`src/design/aesPkg.sv`:
```
package aesPkg;

	localparam int wordWidth = 32;
	localparam int blockWidth = 128;
	localparam int numRounds = 10;
	localparam int wordsPerBlock = 4;

	typedef logic [wordWidth-1:0] word_t;
	typedef logic [blockWidth-1:0] block_t;
	typedef logic [3:0] roundIdx_t;

	// four-phase endpoint: idle, ack or req raised, waiting for release
	typedef enum logic [1:0] {
		hsIdle,
		hsAckWait,
		hsRelease
	} hsPhase_t;

	typedef enum logic [1:0] {
		coreIdle,
		coreKey,
		coreRounds,
		coreHandOff
	} coreState_t;

	// forward S-box, entry 0 in the top byte
	localparam logic [0:255][7:0] sbox = {
		128'h637c777bf26b6fc53001672bfed7ab76,
		128'hca82c97dfa5947f0add4a2af9ca472c0,
		128'hb7fd9326363ff7cc34a5e5f171d83115,
		128'h04c723c31896059a071280e2eb27b275,
		128'h09832c1a1b6e5aa0523bd6b329e32f84,
		128'h53d100ed20fcb15b6acbbe394a4c58cf,
		128'hd0efaafb434d338545f9027f503c9fa8,
		128'h51a3408f929d38f5bcb6da2110fff3d2,
		128'hcd0c13ec5f974417c4a77e3d645d1973,
		128'h60814fdc222a908846eeb814de5e0bdb,
		128'he0323a0a4906245cc2d3ac629195e479,
		128'he7c8376d8dd54ea96c56f4ea657aae08,
		128'hba78252e1ca6b4c6e8dd741f4bbd8b8a,
		128'h703eb5664803f60e613557b986c11d9e,
		128'he1f8981169d98e949b1e87e9ce5528df,
		128'h8ca1890dbfe6426841992d0fb054bb16
	};

	// inverse S-box, same layout
	localparam logic [0:255][7:0] invSbox = {
		128'h52096ad53036a538bf40a39e81f3d7fb,
		128'h7ce339829b2fff87348e4344c4dee9cb,
		128'h547b9432a6c2233dee4c950b42fac34e,
		128'h082ea16628d924b2765ba2496d8bd125,
		128'h72f8f66486689816d4a45ccc5d65b692,
		128'h6c704850fdedb9da5e154657a78d9d84,
		128'h90d8ab008cbcd30af7e45805b8b34506,
		128'hd02c1e8fca3f0f02c1afbd0301138a6b,
		128'h3a9111414f67dcea97f2cfcef0b4e673,
		128'h96ac7422e7ad3585e2f937e81c75df6e,
		128'h47f11a711d29c5896fb7620eaa18be1b,
		128'hfc563e4bc6d279209adbc0fe78cd5af4,
		128'h1fdda8338807c731b11210592780ec5f,
		128'h60517fa919b54a0d2de57a9f93c99cef,
		128'ha0e03b4dae2af5b0c8ebbb3c83539961,
		128'h172b047eba77d626e169146355210c7d
	};

	// round constants for key schedule steps 1 to 10
	localparam logic [0:9][7:0] rcon = {
		8'h01, 8'h02, 8'h04, 8'h08, 8'h10,
		8'h20, 8'h40, 8'h80, 8'h1b, 8'h36
	};

	// multiply by 2 in GF(2^8)
	function automatic logic [7:0] xtime(input logic [7:0] b);
		return {b[6:0], 1'b0} ^ (8'h1b & {8{b[7]}});
	endfunction

endpackage

```
`src/design/wordUnloader.sv`:
```
`timescale 1ns/1ns

module wordUnloader (
	input logic Clk,
	input logic rst,
	input logic resultValid,
	input aesPkg::block_t plainBlock,
	output logic unloadBusy,
	output logic outReq,
	output aesPkg::word_t outWord,
	input logic outAck
);

	aesPkg::hsPhase_t phase;
	aesPkg::block_t outBlk;
	logic [1:0] wordCnt;
	logic wordDone;

	assign wordDone = (phase == aesPkg::hsRelease) && !outAck;
	assign outWord = outBlk[aesPkg::blockWidth-1 -: aesPkg::wordWidth];

	always_ff @(posedge Clk) begin
		if (rst) begin
			phase <= aesPkg::hsIdle;
			outReq <= 1'b0;
			unloadBusy <= 1'b0;
			wordCnt <= '0;
		end else if (resultValid) begin
			unloadBusy <= 1'b1;
			wordCnt <= '0;
		end else begin
			case (phase)
				aesPkg::hsIdle: begin
					if (unloadBusy) begin
						outReq <= 1'b1;
						phase <= aesPkg::hsAckWait;
					end
				end
				aesPkg::hsAckWait: begin
					if (outAck) begin
						outReq <= 1'b0;
						phase <= aesPkg::hsRelease;
					end
				end
				default: begin
					// busy stays up until the last ack is gone
					if (wordDone) begin
						if (wordCnt == 2'(aesPkg::wordsPerBlock - 1)) begin
							unloadBusy <= 1'b0;
						end
						wordCnt <= wordCnt + 2'd1;
						phase <= aesPkg::hsIdle;
					end
				end
			endcase
		end
	end

	always_ff @(posedge Clk) begin
		if (resultValid) begin
			outBlk <= plainBlock;
		end else if (wordDone) begin
			outBlk <= outBlk << aesPkg::wordWidth;
		end
	end

	assert property (@(posedge Clk) disable iff (rst) outReq |=> !outReq || $stable(outWord))
		else $error("outWord changed during a request");

endmodule

```
`config.mk`:
```
export PLATFORM = sky130hd
export DESIGN_NAME = wordUnloader
export DESIGN_NICKNAME = d
export VERILOG_FILES = /design/src/design/aesPkg.sv /design/src/design/wordUnloader.sv
export SDC_FILE = /design/constraint.sdc
export NUM_CORES = 1
export LEC_CHECK = 0
export ABC_AREA = 1
export BUFFER_PORTS_ARGS = -buffer_cell sky130_fd_sc_hd__buf_2
export CAP_MARGIN = 20
export CORE_MARGIN = 10
export CORE_UTILIZATION = 54
export CTS_BUF_LIST = sky130_fd_sc_hd__clkbuf_8
export DETAILED_ROUTE_END_ITERATION = 6
export MAX_ROUTING_LAYER = met4
export PLACE_DENSITY = 0.82
export SETUP_SLACK_MARGIN = 0.5
export SLEW_MARGIN = 40
export SYNTH_ARGS = -nofsm -noshare
export SYNTH_HDL_FRONTEND = slang
export SYNTH_SLANG_ARGS = --single-unit
export TNS_END_PERCENT = 1
```
`constraint.sdc`:
```
create_clock -name Clk -period 5.4 [get_ports Clk]
set_input_delay 0.27 -clock Clk [delete_from_list [all_inputs] [get_ports Clk]]
set_output_delay 0.27 -clock Clk [all_outputs]
set_load 0.05 [all_outputs]
```
After elaboration in Yosys (flattened, before gate mapping)
Cells that the tools add are included.
{ "totals": {"reg_bits": 134, "input_bits": 132} }
{ "op_classes": {"add_sub_neg": 1, "eq_ne": 6, "mux": 13, "n_bitwise": 2, "reduce_logical": 13} }
{ "op_table": {"columns": ["op", "count"], "rows": [
  ["$mux W128", 2],
  ["$reduce_and A4 Y1", 2],
  ["$mux W1", 6],
  ["$mux W2", 3],
  ["$reduce_bool A2 Y1", 3],
  ["$eq A2 B2 Y1 const B", 2],
  ["$ne A2 B2 Y1 const B", 2],
  ["$pmux W2 S2", 1],
  ["$reduce_or A2 Y1", 2],
  ["$reduce_and A3 Y1", 1],
  ["$reduce_bool A3 Y1", 1],
  ["$add A2 B1 Y2 const B", 1],
  ["$eq A2 B1 Y1 const B", 1],
  ["$logic_not A2 Y1", 1],
  ["$ne A2 B1 Y1 const B", 1],
  ["$not A1 Y1", 2],
  ["$pmux W1 S2", 1],
  ["$reduce_and A2 Y1", 1],
  ["$logic_and A1 B1 Y1", 1],
  ["$logic_not A1 Y1", 1]
]} }

Longest topological paths before layout
{ "depth": {"ltp_word": 5, "depth_mapped": 6, "ltp_nobuf": 6} }

Worst setup path after synthesis
No wires, ideal clock.
{ "synth_path": {"path_kind": "input to register", "startpoint": "input port resultValid", "endpoint": "register outBlk[0], enable pin", "setup_ps": 1122, "arrival_ps": 2753, "slack_ps": 1525, "path_stages": 4, "n_path_buf": 2, "path_cell_list": "inv_2 -> buf_2 -> buf_2 -> nand2_1"} }
{ "synth_via": {"elab_chain_len": 1} }
{ "synth_rtl": {"columns": ["element", "line_no", "source"], "rows": [
  ["start, declared", "wordUnloader.sv:6", "input logic resultValid,"],
  ["$reduce_bool A2 Y1 (no line)", null, null],
  ["end signal, assigned", "wordUnloader.sv:61", "outBlk <= plainBlock;"],
  ["end signal, assigned", "wordUnloader.sv:63", "outBlk <= outBlk << aesPkg::wordWidth;"],
  ["end, declared", "wordUnloader.sv:15", "aesPkg::block_t outBlk;"]
]} }
Every way passes these cells.
A chain may end at the register's enable or synchronous reset.

Worst setup path after layout
{ "layout_path": {"startpoint": "register phase[0]", "endpoint": "register outBlk[5], enable pin"} }
{ "layout_via": {"elab_chain_len": 3} }
{ "layout_rtl": {"columns": ["element", "line_no", "source"], "rows": [
  ["start, declared", "wordUnloader.sv:14", "aesPkg::hsPhase_t phase;"],
  ["start signal, assigned", "wordUnloader.sv:24", "phase <= aesPkg::hsIdle;"],
  ["start signal, assigned", "wordUnloader.sv:36", "phase <= aesPkg::hsAckWait;"],
  ["start signal, assigned", "wordUnloader.sv:42", "phase <= aesPkg::hsRelease;"],
  ["$eq A2 B2 Y1", "wordUnloader.sv:19", "assign wordDone = (phase == aesPkg::hsRelease) && !outAck;"],
  ["$logic_and A1 B1 Y1", "wordUnloader.sv:19", null],
  ["$reduce_bool A2 Y1 (no line)", null, null]
]} }
Every way passes these cells.

==> qor.csv <==
stage;metric;value;unit
outcome;status;finished, final reports clean;
power;VDD IR max;0.165;mV
power;leakage power;3.49;nW
drt;Iter 0 DRT Violations;416;
setup_path;flop-to-flop setup slack;3.18;ns
power;P_int;1.85;mW
grt;global-route wire length before repair;19.3;mm
cts;clk_lat worst skew;0.42;ns
grt;vias in the first global route;4176;
placement;IO Port Bufs;165;
floorplanning;Starting Density;56.0;%
power;power per cell area;357;mW/mm^2
setup_path;Worst Path Class, Setup;flop to flop;
setup_path;Top Family by Delay on Critical Path;simple AND/OR/NAND/NOR gates;
timing;final hold violations;0;
yosys;register area share after synthesis;67.6;%
drt;drt drc;0;
timing;fmax;0.451;GHz
cts;post-CTS setup buffer count;0;
setup_path;Worst EP required;5.47;ns
yosys;Synth Register Bits;134;
drt;DRT Wirelength;12.3;mm
cts;Root Driver;clkbuf_8;
setup_path;CP max stage delay;0.59;ns
floorplanning;Ports;166;
timing;RSZ-0062 raised after global routing;no;
drt;Avg WL per Cell;14.3;um
yosys;Mapped Cells;583;
grt;largest net degree at the start of global routing;102;
timing;Worst Tran Pin Value;0.743;ns
yosys;Cell variety after synth;15;
power;sequential power share;51.9;%
floorplanning;Die Y-Extent;124;um
power;Switching Power;0.628;mW
drt;post-route antenna net violation count;0;
setup_path;maximum fanout along the worst path;92;
timing;setup TNS;0;ns
floorplanning;Die W;124;um
cts;Clock Sinks;134;
finish;commonest cells after routing, fill and taps aside;329 x nand2_1, 164 x buf_2, 128 x edfxtp_1;
finish;Finished Layout Cells;864;
drt;vias;4081;
timing;Final Setup Violations;0;
floorplanning;CORE AREA;0.0105;mm^2
setup_path;slowest stage cell, crit path;nand2_8;
timing;Slew Viols, Final;0;
cts;CTS Buf Count;17;
timing;Final min period;2.22;ns
cts;Worst-path clk slew;0.07;ns
placement;GPL Wtd Cong;0.759;
yosys;Synth Flop Type;edfxtp_1;
setup_path;Setup crit end kind;flop;
timing;Tcrit/Tclk final;41.1;%
yosys;Async S/R FF share, synth;0;%
placement;Detail Placement HPWL;8.56;mm
drt;drt first pass iters;7;
power;switching power share of the total;25.4;%
power;Clock Power Share;35.6;%
finish;commonest non-fill, non-tap cell in the layout;nand2_1;
yosys;Mapped Avg Cell Area;10.1;um^2
grt;GRT overflow;0;
yosys;Synth Warn #;0;
yosys;Post-Syn Nets;716;
timing;worst slew margin relative to its limit;50.5;%
power;combinational group share of total power;12.6;%
cts;CTS resizes;0;
floorplanning;Core Rows;37;
setup_path;crit path buf inv count;2;
yosys;Post-Syn Area;0.00586;mm^2
yosys;Post-synth EDFFs;128;
setup_path;Worst EP arrival;2.29;ns
finish;layout cells sized above 1;27.3;%
finish;Final nets;846;
cts;Hold-fix buffers, CTS;0;
grt;GRT Total Usage;16.7;%
cts;CTS tree;built;
setup_path;CP cell instances;inv_1 -> nand3_1 -> nand2_8 -> buf_4;
hold_path;HP Class;input port to flop;
floorplanning;die area;0.0154;mm^2
flow_run;number of max-cap violations;0;
drt;Via density;4.72;
grt;initial antenna violation count;2;
timing;final setup skew;0.00764;ns
finish;Area Growth Syn to Fin;18.3;%
setup_path;crit start category;flop;
cts;Clock Path Buffers;2;
placement;placed insts;830;
cts;CTS H-tree depth;4;
==> per-stage QoR <==
step / power (mW) / cell area, um^2 / setup slack, ns / util (%) / hold slack, ns
3_3_place_gp: 1.60 / 6500 / 2.76 / 62.1 / 0.457
4_1_cts: 2.49 / 6930 / 3.18 / 66.2 / 0.0314
2_1_floorplan: 1.55 / 5860 / 1.52 / - / 0.339
6_report: 2.47 / 6940 / 3.18 / 66.3 / 0.0718
5_1_grt: 2.58 / 6940 / 3.02 / 66.3 / 0.0583
3_5_place_dp: 1.62 / 6510 / 3.02 / 62.2 / 0.480
==> synthesized netlist by cell type, types with 2 or more instances <==
library cell | instances | share of area (%)
inv_1 | 39 | 2.5
buf_4 | 44 | 5.6
nand4_1 | 2 | 0.21
buf_2 | 13 | 1.1
nand3_1 | 2 | 0.17
nor2_1 | 7 | 0.45
nand2_1 | 330 | 21
a21oi_1 | 4 | 0.34
edfxtp_1 | 128 | 66
o21ai_1 | 2 | 0.17
dfxtp_1 | 6 | 2.0
o21ai_0 | 3 | 0.26
==> layer usage <==
metal,GRT usage [%],routed length [um]
met1,19.5,5060
met2,24.8,5750
met5,-,0
met4,9.14,418
met3,5.88,1120
==> logic make-up (layout without fill, tap and decap cells) <==
| kind of cell | count (synthesis) | after routing | share of synthesized area, % |
|---|---|---|---|
| simple gates | 341 | 341 | 22.0 |
| flops | 134 | 134 | 67.6 |
| buf+inv | 97 | 240 | 9.31 |
| compound gates | 10 | 10 | 0.896 |
| fa+ha+maj | 1 | 1 | 0.213 |
| other cells | 0 | 2 | 0 |
==> path summary, 6_finish.rpt <==
kind,to,cells past startpoint,startpoint
min reg2reg,wordCnt[1],2,wordCnt[1]
max reg2reg,outBlk[5],4,phase[0]
max,outBlk[5],4,phase[0]
min,unloadBusy,2,rst
==> power by group through the flow <==
stage                     clock network (mW)  registers [mW]  logic [mW]
after floorplan                            0            1.31       0.238
after global placement                     0            1.30       0.301
after detailed placement                   0            1.31       0.313
after CTS                              0.894            1.28       0.314
after global routing                   0.942            1.29       0.346
final                                  0.879            1.28       0.311
==> final cells by class <==
cell class                      instances  area, um^2
Sequential cell                       134        3960
Clock inverter                         15         188
Tap cell                              136         170
Timing Repair Buffer                  168         855
Inverter                               40         151
Multi-Input combinational cell        352        1370
Fill cell                             818        3530
Clock buffer                           17         234
Antenna cell                            2        5.00
==> flip-flops by register name (all words and copies together) (netlist names) <==
name,cells
unloadBusy,1
outReq,1
outBlk,128
wordCnt,2
phase,2
Power figures use the tool's default switching activity.
