**src/design/aesPkg.sv**
```systemverilog
package aesPkg;

	localparam int wordWidth = 32;
	localparam int blockWidth = 128;
	localparam int numRounds = 10;
	localparam int wordsPerBlock = 4;

	typedef logic [wordWidth-1:0] word_t;
	typedef logic [blockWidth-1:0] block_t;
	typedef logic [3:0] roundIdx_t;

	// four-phase endpoint: idle, ack or req raised, waiting for release
	typedef enum logic [1:0] {
		hsIdle,
		hsAckWait,
		hsRelease
	} hsPhase_t;

	typedef enum logic [1:0] {
		coreIdle,
		coreKey,
		coreRounds,
		coreHandOff
	} coreState_t;

	// forward S-box, entry 0 in the top byte
	localparam logic [0:255][7:0] sbox = {
		128'h637c777bf26b6fc53001672bfed7ab76,
		128'hca82c97dfa5947f0add4a2af9ca472c0,
		128'hb7fd9326363ff7cc34a5e5f171d83115,
		128'h04c723c31896059a071280e2eb27b275,
		128'h09832c1a1b6e5aa0523bd6b329e32f84,
		128'h53d100ed20fcb15b6acbbe394a4c58cf,
		128'hd0efaafb434d338545f9027f503c9fa8,
		128'h51a3408f929d38f5bcb6da2110fff3d2,
		128'hcd0c13ec5f974417c4a77e3d645d1973,
		128'h60814fdc222a908846eeb814de5e0bdb,
		128'he0323a0a4906245cc2d3ac629195e479,
		128'he7c8376d8dd54ea96c56f4ea657aae08,
		128'hba78252e1ca6b4c6e8dd741f4bbd8b8a,
		128'h703eb5664803f60e613557b986c11d9e,
		128'he1f8981169d98e949b1e87e9ce5528df,
		128'h8ca1890dbfe6426841992d0fb054bb16
	};

	// inverse S-box, same layout
	localparam logic [0:255][7:0] invSbox = {
		128'h52096ad53036a538bf40a39e81f3d7fb,
		128'h7ce339829b2fff87348e4344c4dee9cb,
		128'h547b9432a6c2233dee4c950b42fac34e,
		128'h082ea16628d924b2765ba2496d8bd125,
		128'h72f8f66486689816d4a45ccc5d65b692,
		128'h6c704850fdedb9da5e154657a78d9d84,
		128'h90d8ab008cbcd30af7e45805b8b34506,
		128'hd02c1e8fca3f0f02c1afbd0301138a6b,
		128'h3a9111414f67dcea97f2cfcef0b4e673,
		128'h96ac7422e7ad3585e2f937e81c75df6e,
		128'h47f11a711d29c5896fb7620eaa18be1b,
		128'hfc563e4bc6d279209adbc0fe78cd5af4,
		128'h1fdda8338807c731b11210592780ec5f,
		128'h60517fa919b54a0d2de57a9f93c99cef,
		128'ha0e03b4dae2af5b0c8ebbb3c83539961,
		128'h172b047eba77d626e169146355210c7d
	};

	// round constants for key schedule steps 1 to 10
	localparam logic [0:9][7:0] rcon = {
		8'h01, 8'h02, 8'h04, 8'h08, 8'h10,
		8'h20, 8'h40, 8'h80, 8'h1b, 8'h36
	};

	// multiply by 2 in GF(2^8)
	function automatic logic [7:0] xtime(input logic [7:0] b);
		return {b[6:0], 1'b0} ^ (8'h1b & {8{b[7]}});
	endfunction

endpackage

```
**src/design/wordLoader.sv**
```systemverilog
`timescale 1ns/1ns

module wordLoader (
	input logic Clk,
	input logic rst,
	input logic inReq,
	input aesPkg::word_t inWord,
	output logic inAck,
	input logic blockTake,
	output logic blockFull,
	output aesPkg::block_t loadKey,
	output aesPkg::block_t loadBlock
);

	aesPkg::hsPhase_t phase;
	logic [2:0] wordCnt;
	logic take;

	// no new word while a full block waits for the core
	assign take = (phase == aesPkg::hsIdle) && inReq && !blockFull;

	always_ff @(posedge Clk) begin
		if (rst) begin
			phase <= aesPkg::hsIdle;
			inAck <= 1'b0;
			wordCnt <= '0;
			blockFull <= 1'b0;
		end else begin
			if (blockTake) begin
				blockFull <= 1'b0;
			end
			case (phase)
				aesPkg::hsIdle: begin
					if (take) begin
						inAck <= 1'b1;
						wordCnt <= wordCnt + 3'd1;
						if (wordCnt == 3'd7) begin
							blockFull <= 1'b1;
						end
						phase <= aesPkg::hsAckWait;
					end
				end
				aesPkg::hsAckWait: begin
					if (!inReq) begin
						inAck <= 1'b0;
						phase <= aesPkg::hsRelease;
					end
				end
				default: phase <= aesPkg::hsIdle;
			endcase
		end
	end

	// words 0-3 are key, 4-7 ciphertext, msw first
	always_ff @(posedge Clk) begin
		if (take) begin
			if (wordCnt < aesPkg::wordsPerBlock) begin
				loadKey <= {loadKey[aesPkg::blockWidth-aesPkg::wordWidth-1:0], inWord};
			end else begin
				loadBlock <= {loadBlock[aesPkg::blockWidth-aesPkg::wordWidth-1:0], inWord};
			end
		end
	end

	assert property (@(posedge Clk) disable iff (rst) $rose(inAck) |-> $past(inReq))
		else $error("inAck rose without a pending inReq");

endmodule

```
**config.mk**
```make
export PLATFORM = sky130hd
export DESIGN_NAME = wordLoader
export DESIGN_NICKNAME = d
export VERILOG_FILES = /design/src/design/aesPkg.sv /design/src/design/wordLoader.sv
export SDC_FILE = /design/constraint.sdc
export NUM_CORES = 1
export LEC_CHECK = 0
export BUFFER_PORTS_ARGS = -buffer_cell sky130_fd_sc_hd__buf_2
export CAP_MARGIN = 0
export CORE_UTILIZATION = 45
export CTS_CLUSTER_DIAMETER = 120
export DETAILED_ROUTE_END_ITERATION = 10
export PLACE_DENSITY = 0.74
export SYNTH_ARGS = -nofsm -noshare
export SYNTH_HDL_FRONTEND = slang
export SYNTH_SLANG_ARGS = --single-unit
```
**constraint.sdc**
```tcl
create_clock -name Clk -period 9.5 [get_ports Clk]
set_input_delay 1.425 -clock Clk [delete_from_list [all_inputs] [get_ports Clk]]
set_output_delay 1.425 -clock Clk [all_outputs]
set_load 0.05 [all_outputs]
```
**After elaboration in Yosys (flattened, before gate mapping)**

Cells that the tools add are included.

- Register bits after elaboration: 263
- Bits of input ports: 36
- Output and inout port bits: 258

- Add/sub/neg operators: 1
- Magnitude comparators: 1
- Eq/ne operators: 4
- Multiplexer cells: 10
- Bitwise gates (word level): 1
- Reduce and logical (&&, ||, !) cells: 10

Operator list:

| kind | number |
|---|---|
| 2-bit AND reduction | 4 |
| 1-bit 2-to-1 mux | 6 |
| 2-bit 2-to-1 mux | 2 |
| 2-bit inequality test, second input constant | 2 |
| 2-bit case mux with 2 select lines | 1 |
| 3-bit by 1-bit adder with 3-bit output, second input constant | 1 |
| 3-bit == test, second input constant | 1 |
| 3-bit less-than comparator, second input constant | 1 |
| 3-bit AND reduction | 1 |
| 2-bit by 1-bit == test with 1-bit output, second input constant | 1 |
| 1-bit logical AND | 2 |
| 2-bit zero test | 1 |
| 1-bit case mux with 2 select lines | 1 |
| 2-bit nonzero test | 1 |
| 1-bit zero test | 1 |
| 1-bit inverter | 1 |

**Longest topological paths before layout**

Gate-level depths: netlist (run 1).

- Word-level depth: 5
- Mapped depth: 4
- Mapped depth without buffers: 4

**Worst setup path after synthesis (run 1)**

OpenSTA, ideal clock, no wires.

- Path kind: input to register
- Start point: in inReq
- End point: reg loadKey[0] (enable)
- Data arrival time: 7,237 ps
- Path slack: 1,646 ps
- Stages: 2
- Path buffers: 0
- Cell sequence: or4b_4 > nor2_1

- Cells in the longest elaborated chain, start to end: 3

RTL lines:

| what | line | RTL |
|---|---|---|
| start, declared | wordLoader.sv:6 | `input logic inReq,` |
| 1-bit logical AND (2 in series) | wordLoader.sv:20 | `assign take = (phase == aesPkg::hsIdle) && inReq && !blockFull;` |
| 2-bit AND reduction (no source line) | n/a |  |
| end signal, assigned | wordLoader.sv:58 | `loadKey <= {loadKey[aesPkg::blockWidth-aesPkg::wordWidth-1:0], inWord};` |
| end, declared | wordLoader.sv:11 | `output aesPkg::block_t loadKey,` |

Every way passes these cells.
A chain may end at the register's enable or synchronous reset.

**Final worst setup path (run 1)**

- Start point: in inReq
- End point: reg loadBlock[121] (enable)

- Cells in the longest elaborated chain, start to end: 3

RTL lines:

| what | line | RTL |
|---|---|---|
| 1-bit logical AND (2 in series) | wordLoader.sv:20 |  |
| 2-bit AND reduction (no source line) | n/a |  |
| end signal, assigned | wordLoader.sv:60 | `loadBlock <= {loadBlock[aesPkg::blockWidth-aesPkg::wordWidth-1:0], inWord};` |
| end, declared | wordLoader.sv:12 | `output aesPkg::block_t loadBlock` |

Every way passes these cells.

==> results of run 1 <==
[critical path, stage by stage]
cell	delay [ns]
buf_2	0.12
nor4b_4	0.34
and2_4	0.87
buf_4	0.69
[cells by family after synthesis]
group / Yosys count
DFF: 263
and+or+nand+nor: 14
AOI/OAI and AO/OA: 4
muxes: 3
buffers and inverters: 2
adders and majority gates: 2
[layout make-up]
class | instances | share of cell area [%]
Inverter | 1 | 0.0354
Sequential cell | 263 | 73.7
Clock inverter | 14 | 0.884
Tap cell | 225 | 2.65
Antenna cell | 1 | 0.0236
Timing Repair Buffer | 296 | 14.0
Multi-Input combinational cell | 23 | 2.06
Clock buffer | 33 | 6.58
[metrics by stage]
| stage | cells | instance area (um2) | util, % | power, W |
|---|---|---|---|---|
| global route | 855 | 10600 | 61.1 | 0.00253 |
| global placement | 808 | 9820 | 56.6 | 0.00154 |
| detailed placement | 808 | 9820 | 56.6 | 0.00155 |
| floorplan | 288 | 8040 | - | 0.00150 |
| CTS | 855 | 10600 | 61.1 | 0.00248 |
| finish | 856 | 10600 | 61.2 | 0.00245 |
[metal layers]
metal / up-vias / GRT usage (%) / wire [um]
met4: 0 / 4.31 / 213
met2: 209 / 27.0 / 7890
met1: 1989 / 19.2 / 6020
met5: - / 0 / 0
li1: 1816 / - / -
met3: 22 / 5.24 / 1530
[layout by cell type, fill, tap and decap left out, drive strengths merged, types with 2 or more instances in the layout]
master,instances
nand2b,6
mux2i,2
clkinvlp,2
clkinv,11
nor2,2
ha,2
edfxtp,256
dfxtp,7
nor4b,2
clkbuf,33
buf,296
[sequential cells by signal, summed over array words and instances, names as in the netlist]
| signal | cells |
|---|---|
| loadBlock | 128 |
| loadKey | 128 |
| wordCnt | 3 |
| phase | 2 |
| blockFull | 1 |
| inAck | 1 |
[report_power, final]
part / switching (W) / leakage [nW] / internal, W
Sequential: 0.0000165 / 2.43 / 0.00131
Combinational: 0.000159 / 1.25 / 0.0000320
Clock: 0.000388 / 0.386 / 0.000545
Total: 0.000563 / 4.07 / 0.00189
[path summary, 6_finish.rpt]
| kind | cells past startpoint | startpoint | end |
|---|---|---|---|
| max | 4 | inReq | loadBlock[121] |
| min | 0 | loadKey[3] | loadKey[35] |
| max reg2reg | 3 | phase[1] | loadBlock[121] |
| min reg2reg | 0 | loadKey[3] | loadKey[35] |
==> results.cfg, run 1 <==
[sta]
holdWs_ns = 0.435
rsz0062_at_grt = no
max_freq_ghz = 0.299
period_minus_slack_ns = 3.35
drv_slew = 0
finalSetupViolCount = 0
setup_slack_ns = 6.15
fin_setup_tns_ns = 0
worstMarginPinSlew_ns = 1.08
slew_headroom_pct = 27.8
finalClockSkew_ns = 0.0118
hold_viol_final = 0
finalCritPeriodShare_pct = 35.3

[detailed_routing]
drcViolationCount = 0
dr_total_vias = 4036
dr.pass1.iters = 5
ant_nets = 0
drt_iter0_drc = 179
wl_mm = 15.7
viasPerCell = 4.71
wl_per_cell_um = 18.3

[worst_setup_path]
crit_path_max_fanout = 79
cp.arrival_ns = 3.49
required_ns = 9.64
worstSetupPathType = input pin to register
start_kind = input pin
critPathCaptureType = register
r2r_slack_ns = 6.74

[logic_synthesis]
synthMuxAreaShare_pct = 0.389
synth_area_leaders = edfxtp_1 96%, dfxtp_1 1.7%, nand2b_1 0.47%
syn_avg_cell_area_um2 = 27.9
yosys_most_used_dff = edfxtp_1
synth_top_family_by_area = simple AND/OR/NAND/NOR gates
synth_top_area_share_pct = 95.6
synth-xor-area-share_pct = 0
synthCells = 288
synth_edf_count = 256
synth_async_sr_flop_share_pct = 0
synth_top_area_cell = edfxtp_1
ys_types = 19
yosys.area_share.simple_pct = 1.38
yosys_warnings = 0
synth_fa_ha_area_share_pct = 0.311
synth_area_mm2 = 0.00804
synth.most_common_cell = edfxtp_1
yosysSeqAreaShare_pct = 97.3
synth_compound_area_share_pct = 0.513
yosys-top-cells-count = 256 x edfxtp_1, 7 x dfxtp_1, 6 x nand2b_1
synth_nets = 326
ys_ff_latch = 263

[cts]
post_cts_buffers = 0
clk_pin_slew_worst_paths_ns = 0.06
ctsHtreeMaxLevel = 1
hold_buffers = 0
cts.sinks = 263
clock_latency_ns = 0.50
cts_tree = built
cts_buffers = 26
cts_buffer_depth = 3
post_cts_resized = 0
cts-root-buf = clkbuf_16

[job]
drv_cap = 0

[floorplan]
start_util_pct = 46.3
die_width_um = 136
die-height_um = 136
pin_count = 294
core_area_mm2 = 0.0174
die_area_mm2 = 0.0184
placementRows = 48

[hold_path]
hold_class = register to register

[place]
hpwl_mm = 10.9
dpl_worst_slack_ns = 5.53
portBuffers = 293
place_congestion = 0.744

[pwr]
powerDensity_mw_per_mm2 = 231
ir_worst_vdd_mv = 0.140
leakagePower_nw = 4.07

[layout]
area_growth_pct = 32.0
multi_input_comb_area_um2 = 219
num-fill-cells = 1255
drive_above_1_share_pct = 53.8
fin_nets = 649
final-seq-area_mm2 = 0.00783

[global_route]
grt_max_degree = 80
grt_util_all_layers_pct = 15.8
antenna_found_initial = 0
grt_pass1_vias = 3912
overflow = 0
grt_pass1_wl_mm = 21.9

[outcome]
status = finished, final reports clean
No activity file was read; power rests on OpenSTA's default activity.
==> inputs of run 2 (changes only) <==
==> constraint.sdc (replaced) <==
create_clock -name Clk -period 3.4 [get_ports Clk]
set_input_delay 0.51 -clock Clk [delete_from_list [all_inputs] [get_ports Clk]]
set_output_delay 0.51 -clock Clk [all_outputs]
set_load 0.05 [all_outputs]
==> run 2 against run 1 <==
Net effect: critical path type is now register to register; worst hold slack got worse by 0.24 ns; cell area rose by 1.4%; worst setup slack lost 4.9 ns; clock power rose to 3.1 times the previous value; global-route usage up 0.86 points; register-to-register slack got worse by 5.5 ns; combinational power increased to 2.8 times the previous value; sequential cell count did not move; final cell count increased by 0.35%; clock skew is 0.00092 ns higher; first-iteration DRC count up 18%; power increased to 2.9 times the previous value.
==> results.cfg, run 2 (synthesized netlist as in run 1, its figures left out) <==
[outcome]
status = finished, final reports clean

[pwr]
leakagePower_nw = 4.14
powerDensity_mw_per_mm2 = 667
ir_worst_vdd_mv = 0.443

[place]
portBuffers = 293
place_congestion = 0.779
hpwl_mm = 11.3

[global_route]
grt_util_all_layers_pct = 16.7
grt_pass1_vias = 4180
grt_max_degree = 68
overflow = 0
antenna_found_initial = 0
grt_pass1_wl_mm = 23.0

[cts]
cts_buffers = 26
clock_latency_ns = 0.51
ctsHtreeMaxLevel = 1
hold_buffers = 0
post_cts_resized = 0
cts-root-buf = clkbuf_16
clk_pin_slew_worst_paths_ns = 0.06
cts_buffer_depth = 3
post_cts_buffers = 0
cts.sinks = 263
cts_tree = built

[sta]
worstMarginPinSlew_ns = 0.823
fin_setup_tns_ns = 0
slew_headroom_pct = 45.1
rsz0062_at_grt = no
drv_slew = 0
max_freq_ghz = 0.455
hold_viol_final = 0
finalSetupViolCount = 0
finalCritPeriodShare_pct = 64.6
finalClockSkew_ns = 0.0127
holdWs_ns = 0.193
period_minus_slack_ns = 2.20

[layout]
num-fill-cells = 1238
n_antenna_cell = 0
drive_above_1_share_pct = 54.1
area_growth_pct = 33.8
mostFrequentLayoutCell = buf_2
reg.largest.list = loadBlock: 128 flops, loadKey: 128 flops, wordCnt: 3 flops
fin_nets = 652
fin_util_pct = 62.0
final_cell_mix = 293 x buf_2, 256 x edfxtp_1, 27 x clkbuf_16, 10 x clkinv_1

[floorplan]
die-height_um = 136
pin_count = 294
die_width_um = 136
core_area_mm2 = 0.0174
start_util_pct = 46.3
die_area_mm2 = 0.0184
placementRows = 48

[detailed_routing]
drcViolationCount = 0
ant_nets = 0
wl_mm = 16.2
wl_per_cell_um = 18.8
drt_iter0_drc = 212
viasPerCell = 4.75
dr_total_vias = 4082
dr.pass1.iters = 4

[worst_setup_path]
endpoint = loadKey[90]
timing.rr.end = loadKey[90]
required_ns = 3.53
crit_path_cell_trace = or4b_4 -> nor2_4 -> buf_4
r2r_slack_ns = 1.20
crit_path_start = phase[1]
cp.arrival_ns = 2.33
timing.rr.start = phase[1]
critPathCaptureType = register
start_kind = register
worstRegToRegCells = 3
crit_path_top_delay_cell = buf_4
crit_path_max_fanout = 61
worstSetupPathType = register to register
max_stage_delay_ns = 0.65

[job]
drv_cap = 0

[hold_path]
hold_class = input pin to register
[run 2: cell count changes in the layout (fill, tap and decap cells not counted), sizes merged]
cell    change
bufinv      +4
clkbuf      -4
buf         +3
clkinv      +1
diode       -1
[run 2: critical path, delay by kind of cell (launching register included)]
kind          cells  cell delay [ns]
flops             1             0.37
simple gates      2             0.76
buf+inv           1             0.65
[run 2: metal layers]
layer  track usage, %  wire length (um)  share of wire [%]
met5                0                 0                  0
met4             5.74               306                1.9
met3             5.13              1390                8.6
met2             29.5              8340                 52
met1             19.1              6120                 38
[run 2: through the flow]
| step | total power, W | instance area [um2] | setup WS [ns] | instances |
|---|---|---|---|---|
| floorplan | 0.00417 | 8050 | 0.0461 | 288 |
| global route | 0.00739 | 10800 | 1.11 | 859 |
| CTS | 0.00724 | 10800 | 1.18 | 859 |
| finish | 0.00718 | 10800 | 1.20 | 859 |
| global placement | 0.00431 | 9870 | 1.07 | 811 |
| detailed placement | 0.00433 | 9870 | 1.00 | 811 |
[run 2: power breakdown]
group	total, W	internal (W)	switching, W
Sequential	0.00371	0.00367	0.0000463
Clock	0.00293	0.00182	0.00111
Combinational	0.000537	0.0000926	0.000445
Total	0.00718	0.00558	0.00160
[run 2: final cells by class]
type	count	area [um2]	area share (%)
Tap cell	225	282	2.62
Inverter	1	3.75	0.0349
Clock buffer	29	683	6.35
Clock inverter	19	213	1.98
Timing Repair Buffer	299	1540	14.3
Multi-Input combinational cell	23	219	2.03
Sequential cell	263	7830	72.7
[run 2: how the worst min path moves through the flow]
stage / slack [ns] / start / to / depth (start not counted)
2_1_floorplan: 0.45 / wordCnt[1] / wordCnt[1] / 2
3_3_place_gp: 0.43 / loadKey[13] / loadKey[45] / 0
3_5_place_dp: 0.43 / loadKey[18] / loadKey[50] / 0
4_1_cts: 0.17 / inWord[15] / loadBlock[15] / 1
5_1_grt: 0.16 / inWord[5] / loadKey[5] / 1
6_report: 0.19 / inWord[15] / loadBlock[15] / 1
==> inputs of run 3 (changes only) <==
==> constraint.sdc (replaced) <==
create_clock -name Clk -period 2.1 [get_ports Clk]
set_input_delay 0.315 -clock Clk [delete_from_list [all_inputs] [get_ports Clk]]
set_output_delay 0.315 -clock Clk [all_outputs]
set_load 0.05 [all_outputs]
==> run 3 against run 2 <==
Net effect: clock skew rose by 0.0030 ns; sequential share of layout area decreased by 2.5 points; core utilization is 2.2 points higher; clock power grew 63%; worst setup slack got worse by 0.98 ns; via count increased by 3.0%.
==> results.cfg, run 3 (synthesized netlist as in run 1, its figures left out) <==
[place]
place_congestion = 0.761
hpwl_mm = 11.0
portBuffers = 293
post_dp_cell_area_mm2 = 0.00991

[layout]
fin_util_pct = 64.2
num-fill-cells = 1183
mostFrequentLayoutCell = buf_2
design_area_mm2 = 0.0111
fin_nets = 685
n_antenna_cell = 0
final-seq-area_mm2 = 0.00783
final_cell_mix = 293 x buf_2, 256 x edfxtp_1, 32 x dlygate4sd3_1, 27 x clkbuf_16
area_growth_pct = 38.5
drive_above_1_share_pct = 52.0
multi_input_comb_area_um2 = 219
reg.largest.list = loadBlock: 128 flops, loadKey: 128 flops, wordCnt: 3 flops

[hold_path]
hold_class = input pin to register

[pwr]
ir_worst_vdd_mv = 0.875
sequentialPowerShare_pct = 51.3
netSwitchingFraction_pct = 22.4
powerDensity_mw_per_mm2 = 1050
leakagePower_nw = 4.29
power_switching_w = 0.00262
intPower_w = 0.00910
pwr-share-comb_pct = 7.9
pwr-share-clk_pct = 40.8

[detailed_routing]
dr_total_vias = 4206
dr.pass1.iters = 4
wl_mm = 16.1
ant_nets = 0
wl_per_cell_um = 18.0
viasPerCell = 4.72
drcViolationCount = 0
drt_iter0_drc = 228

[cts]
cts_buffer_depth = 3
cts-root-buf = clkbuf_16
post_cts_resized = 0
clk_pin_slew_worst_paths_ns = 0.05
ctsHtreeMaxLevel = 1
cts_tree = built
clock_latency_ns = 0.51
cts_buffers = 27
cts.sinks = 263

[global_route]
grt_pass1_vias = 4139
overflow = 0
grt_max_degree = 65
antenna_found_initial = 1
grt_pass1_wl_mm = 22.9
grt_util_all_layers_pct = 16.5

[sta]
finalClockSkew_ns = 0.0157
finalCritPeriodShare_pct = 89.5
holdWs_ns = 0.0336
hold_viol_final = 0
period_minus_slack_ns = 1.88
slew_headroom_pct = 73.9
max_freq_ghz = 0.532
worstMarginPinSlew_ns = 0.390
drv_slew = 0
rsz0062_at_grt = no
finalSetupViolCount = 0

[floorplan]
die_area_mm2 = 0.0184
die_width_um = 136
pin_count = 294
placementRows = 48
core_area_mm2 = 0.0174
die-height_um = 136
start_util_pct = 46.3

[worst_setup_path]
start_kind = register
crit_path_max_fanout = 64
cp.arrival_ns = 2.04
critPathCaptureType = register
worstSetupPathType = register to register
required_ns = 2.26

[outcome]
status = finished, final reports clean

[job]
drv_cap = 0
[run 3: cell count changes in the layout (fill, tap and decap cells not counted), moves of 3 or more]
cell | before | now
buf_12 | 2 | 5
dlygate4sd3_1 | 0 | 32
clkinv_1 | 10 | 6
buf_4 | 4 | 1
[run 3: power groups by stage]
stage	combinational [W]	clock, W	sequential (W)
6_report	0.000921	0.00478	0.00602
5_1_grt	0.000955	0.00507	0.00603
4_1_cts	0.000927	0.00488	0.00602
3_5_place_dp	0.000877	0	0.00613
3_3_place_gp	0.000866	0	0.00611
2_1_floorplan	0.0000818	0	0.00667
[run 3: path summary, 6_finish.rpt]
check / start / end / slack, ns / depth (start not counted)
max reg2reg: phase[1] / loadKey[108] / 0.22 / 3
max: phase[1] / loadKey[108] / 0.22 / 3
min reg2reg: loadBlock[22] / loadBlock[54] / 0.44 / 0
min: inReq / phase[1] / 0.03 / 2
[run 3: per-stage QoR]
| stage | setup TNS, ns | power (W) | std cells | worst slack [ns] |
|---|---|---|---|---|
| after floorplan | -158.39 | 0.00676 | 288 | -1.19 |
| after global placement | 0 | 0.00698 | 811 | 0.279 |
| after detailed placement | 0 | 0.00700 | 811 | 0.247 |
| after CTS | 0 | 0.0118 | 892 | 0.251 |
| after global routing | 0 | 0.0121 | 892 | 0.190 |
| final | 0 | 0.0117 | 892 | 0.220 |
[run 3: cell type report]
type,count,share of cell area [%]
multi-input cells,23,1.96
well taps,225,2.53
flip-flops and latches,263,70.3
inverters,1,0.0337
clock inverters,19,2.04
clock buffers,30,6.16
repair buffers,331,17.0
[run 3: repair_timing]
action,4_1_cts,5_1_grt
setup buffers,0,0
endpoints found under the hold margin,64,0
hold buffers,32,0
[run 3: critical path, cell delays in order (launching register included)]
cell	delay (ns)
dfxtp_1	0.36
or4b_4	0.60
nor2_4	0.19
buf_12	0.32
[run 3: per-layer routing]
layer / vias up / GRT usage (%) / routed length [um]
met5: - / 0 / 0
met4: 0 / 5.56 / 359
met3: 33 / 5.31 / 1520
met2: 237 / 27.9 / 8060
met1: 2041 / 20.0 / 6150
li1: 1895 / - / -
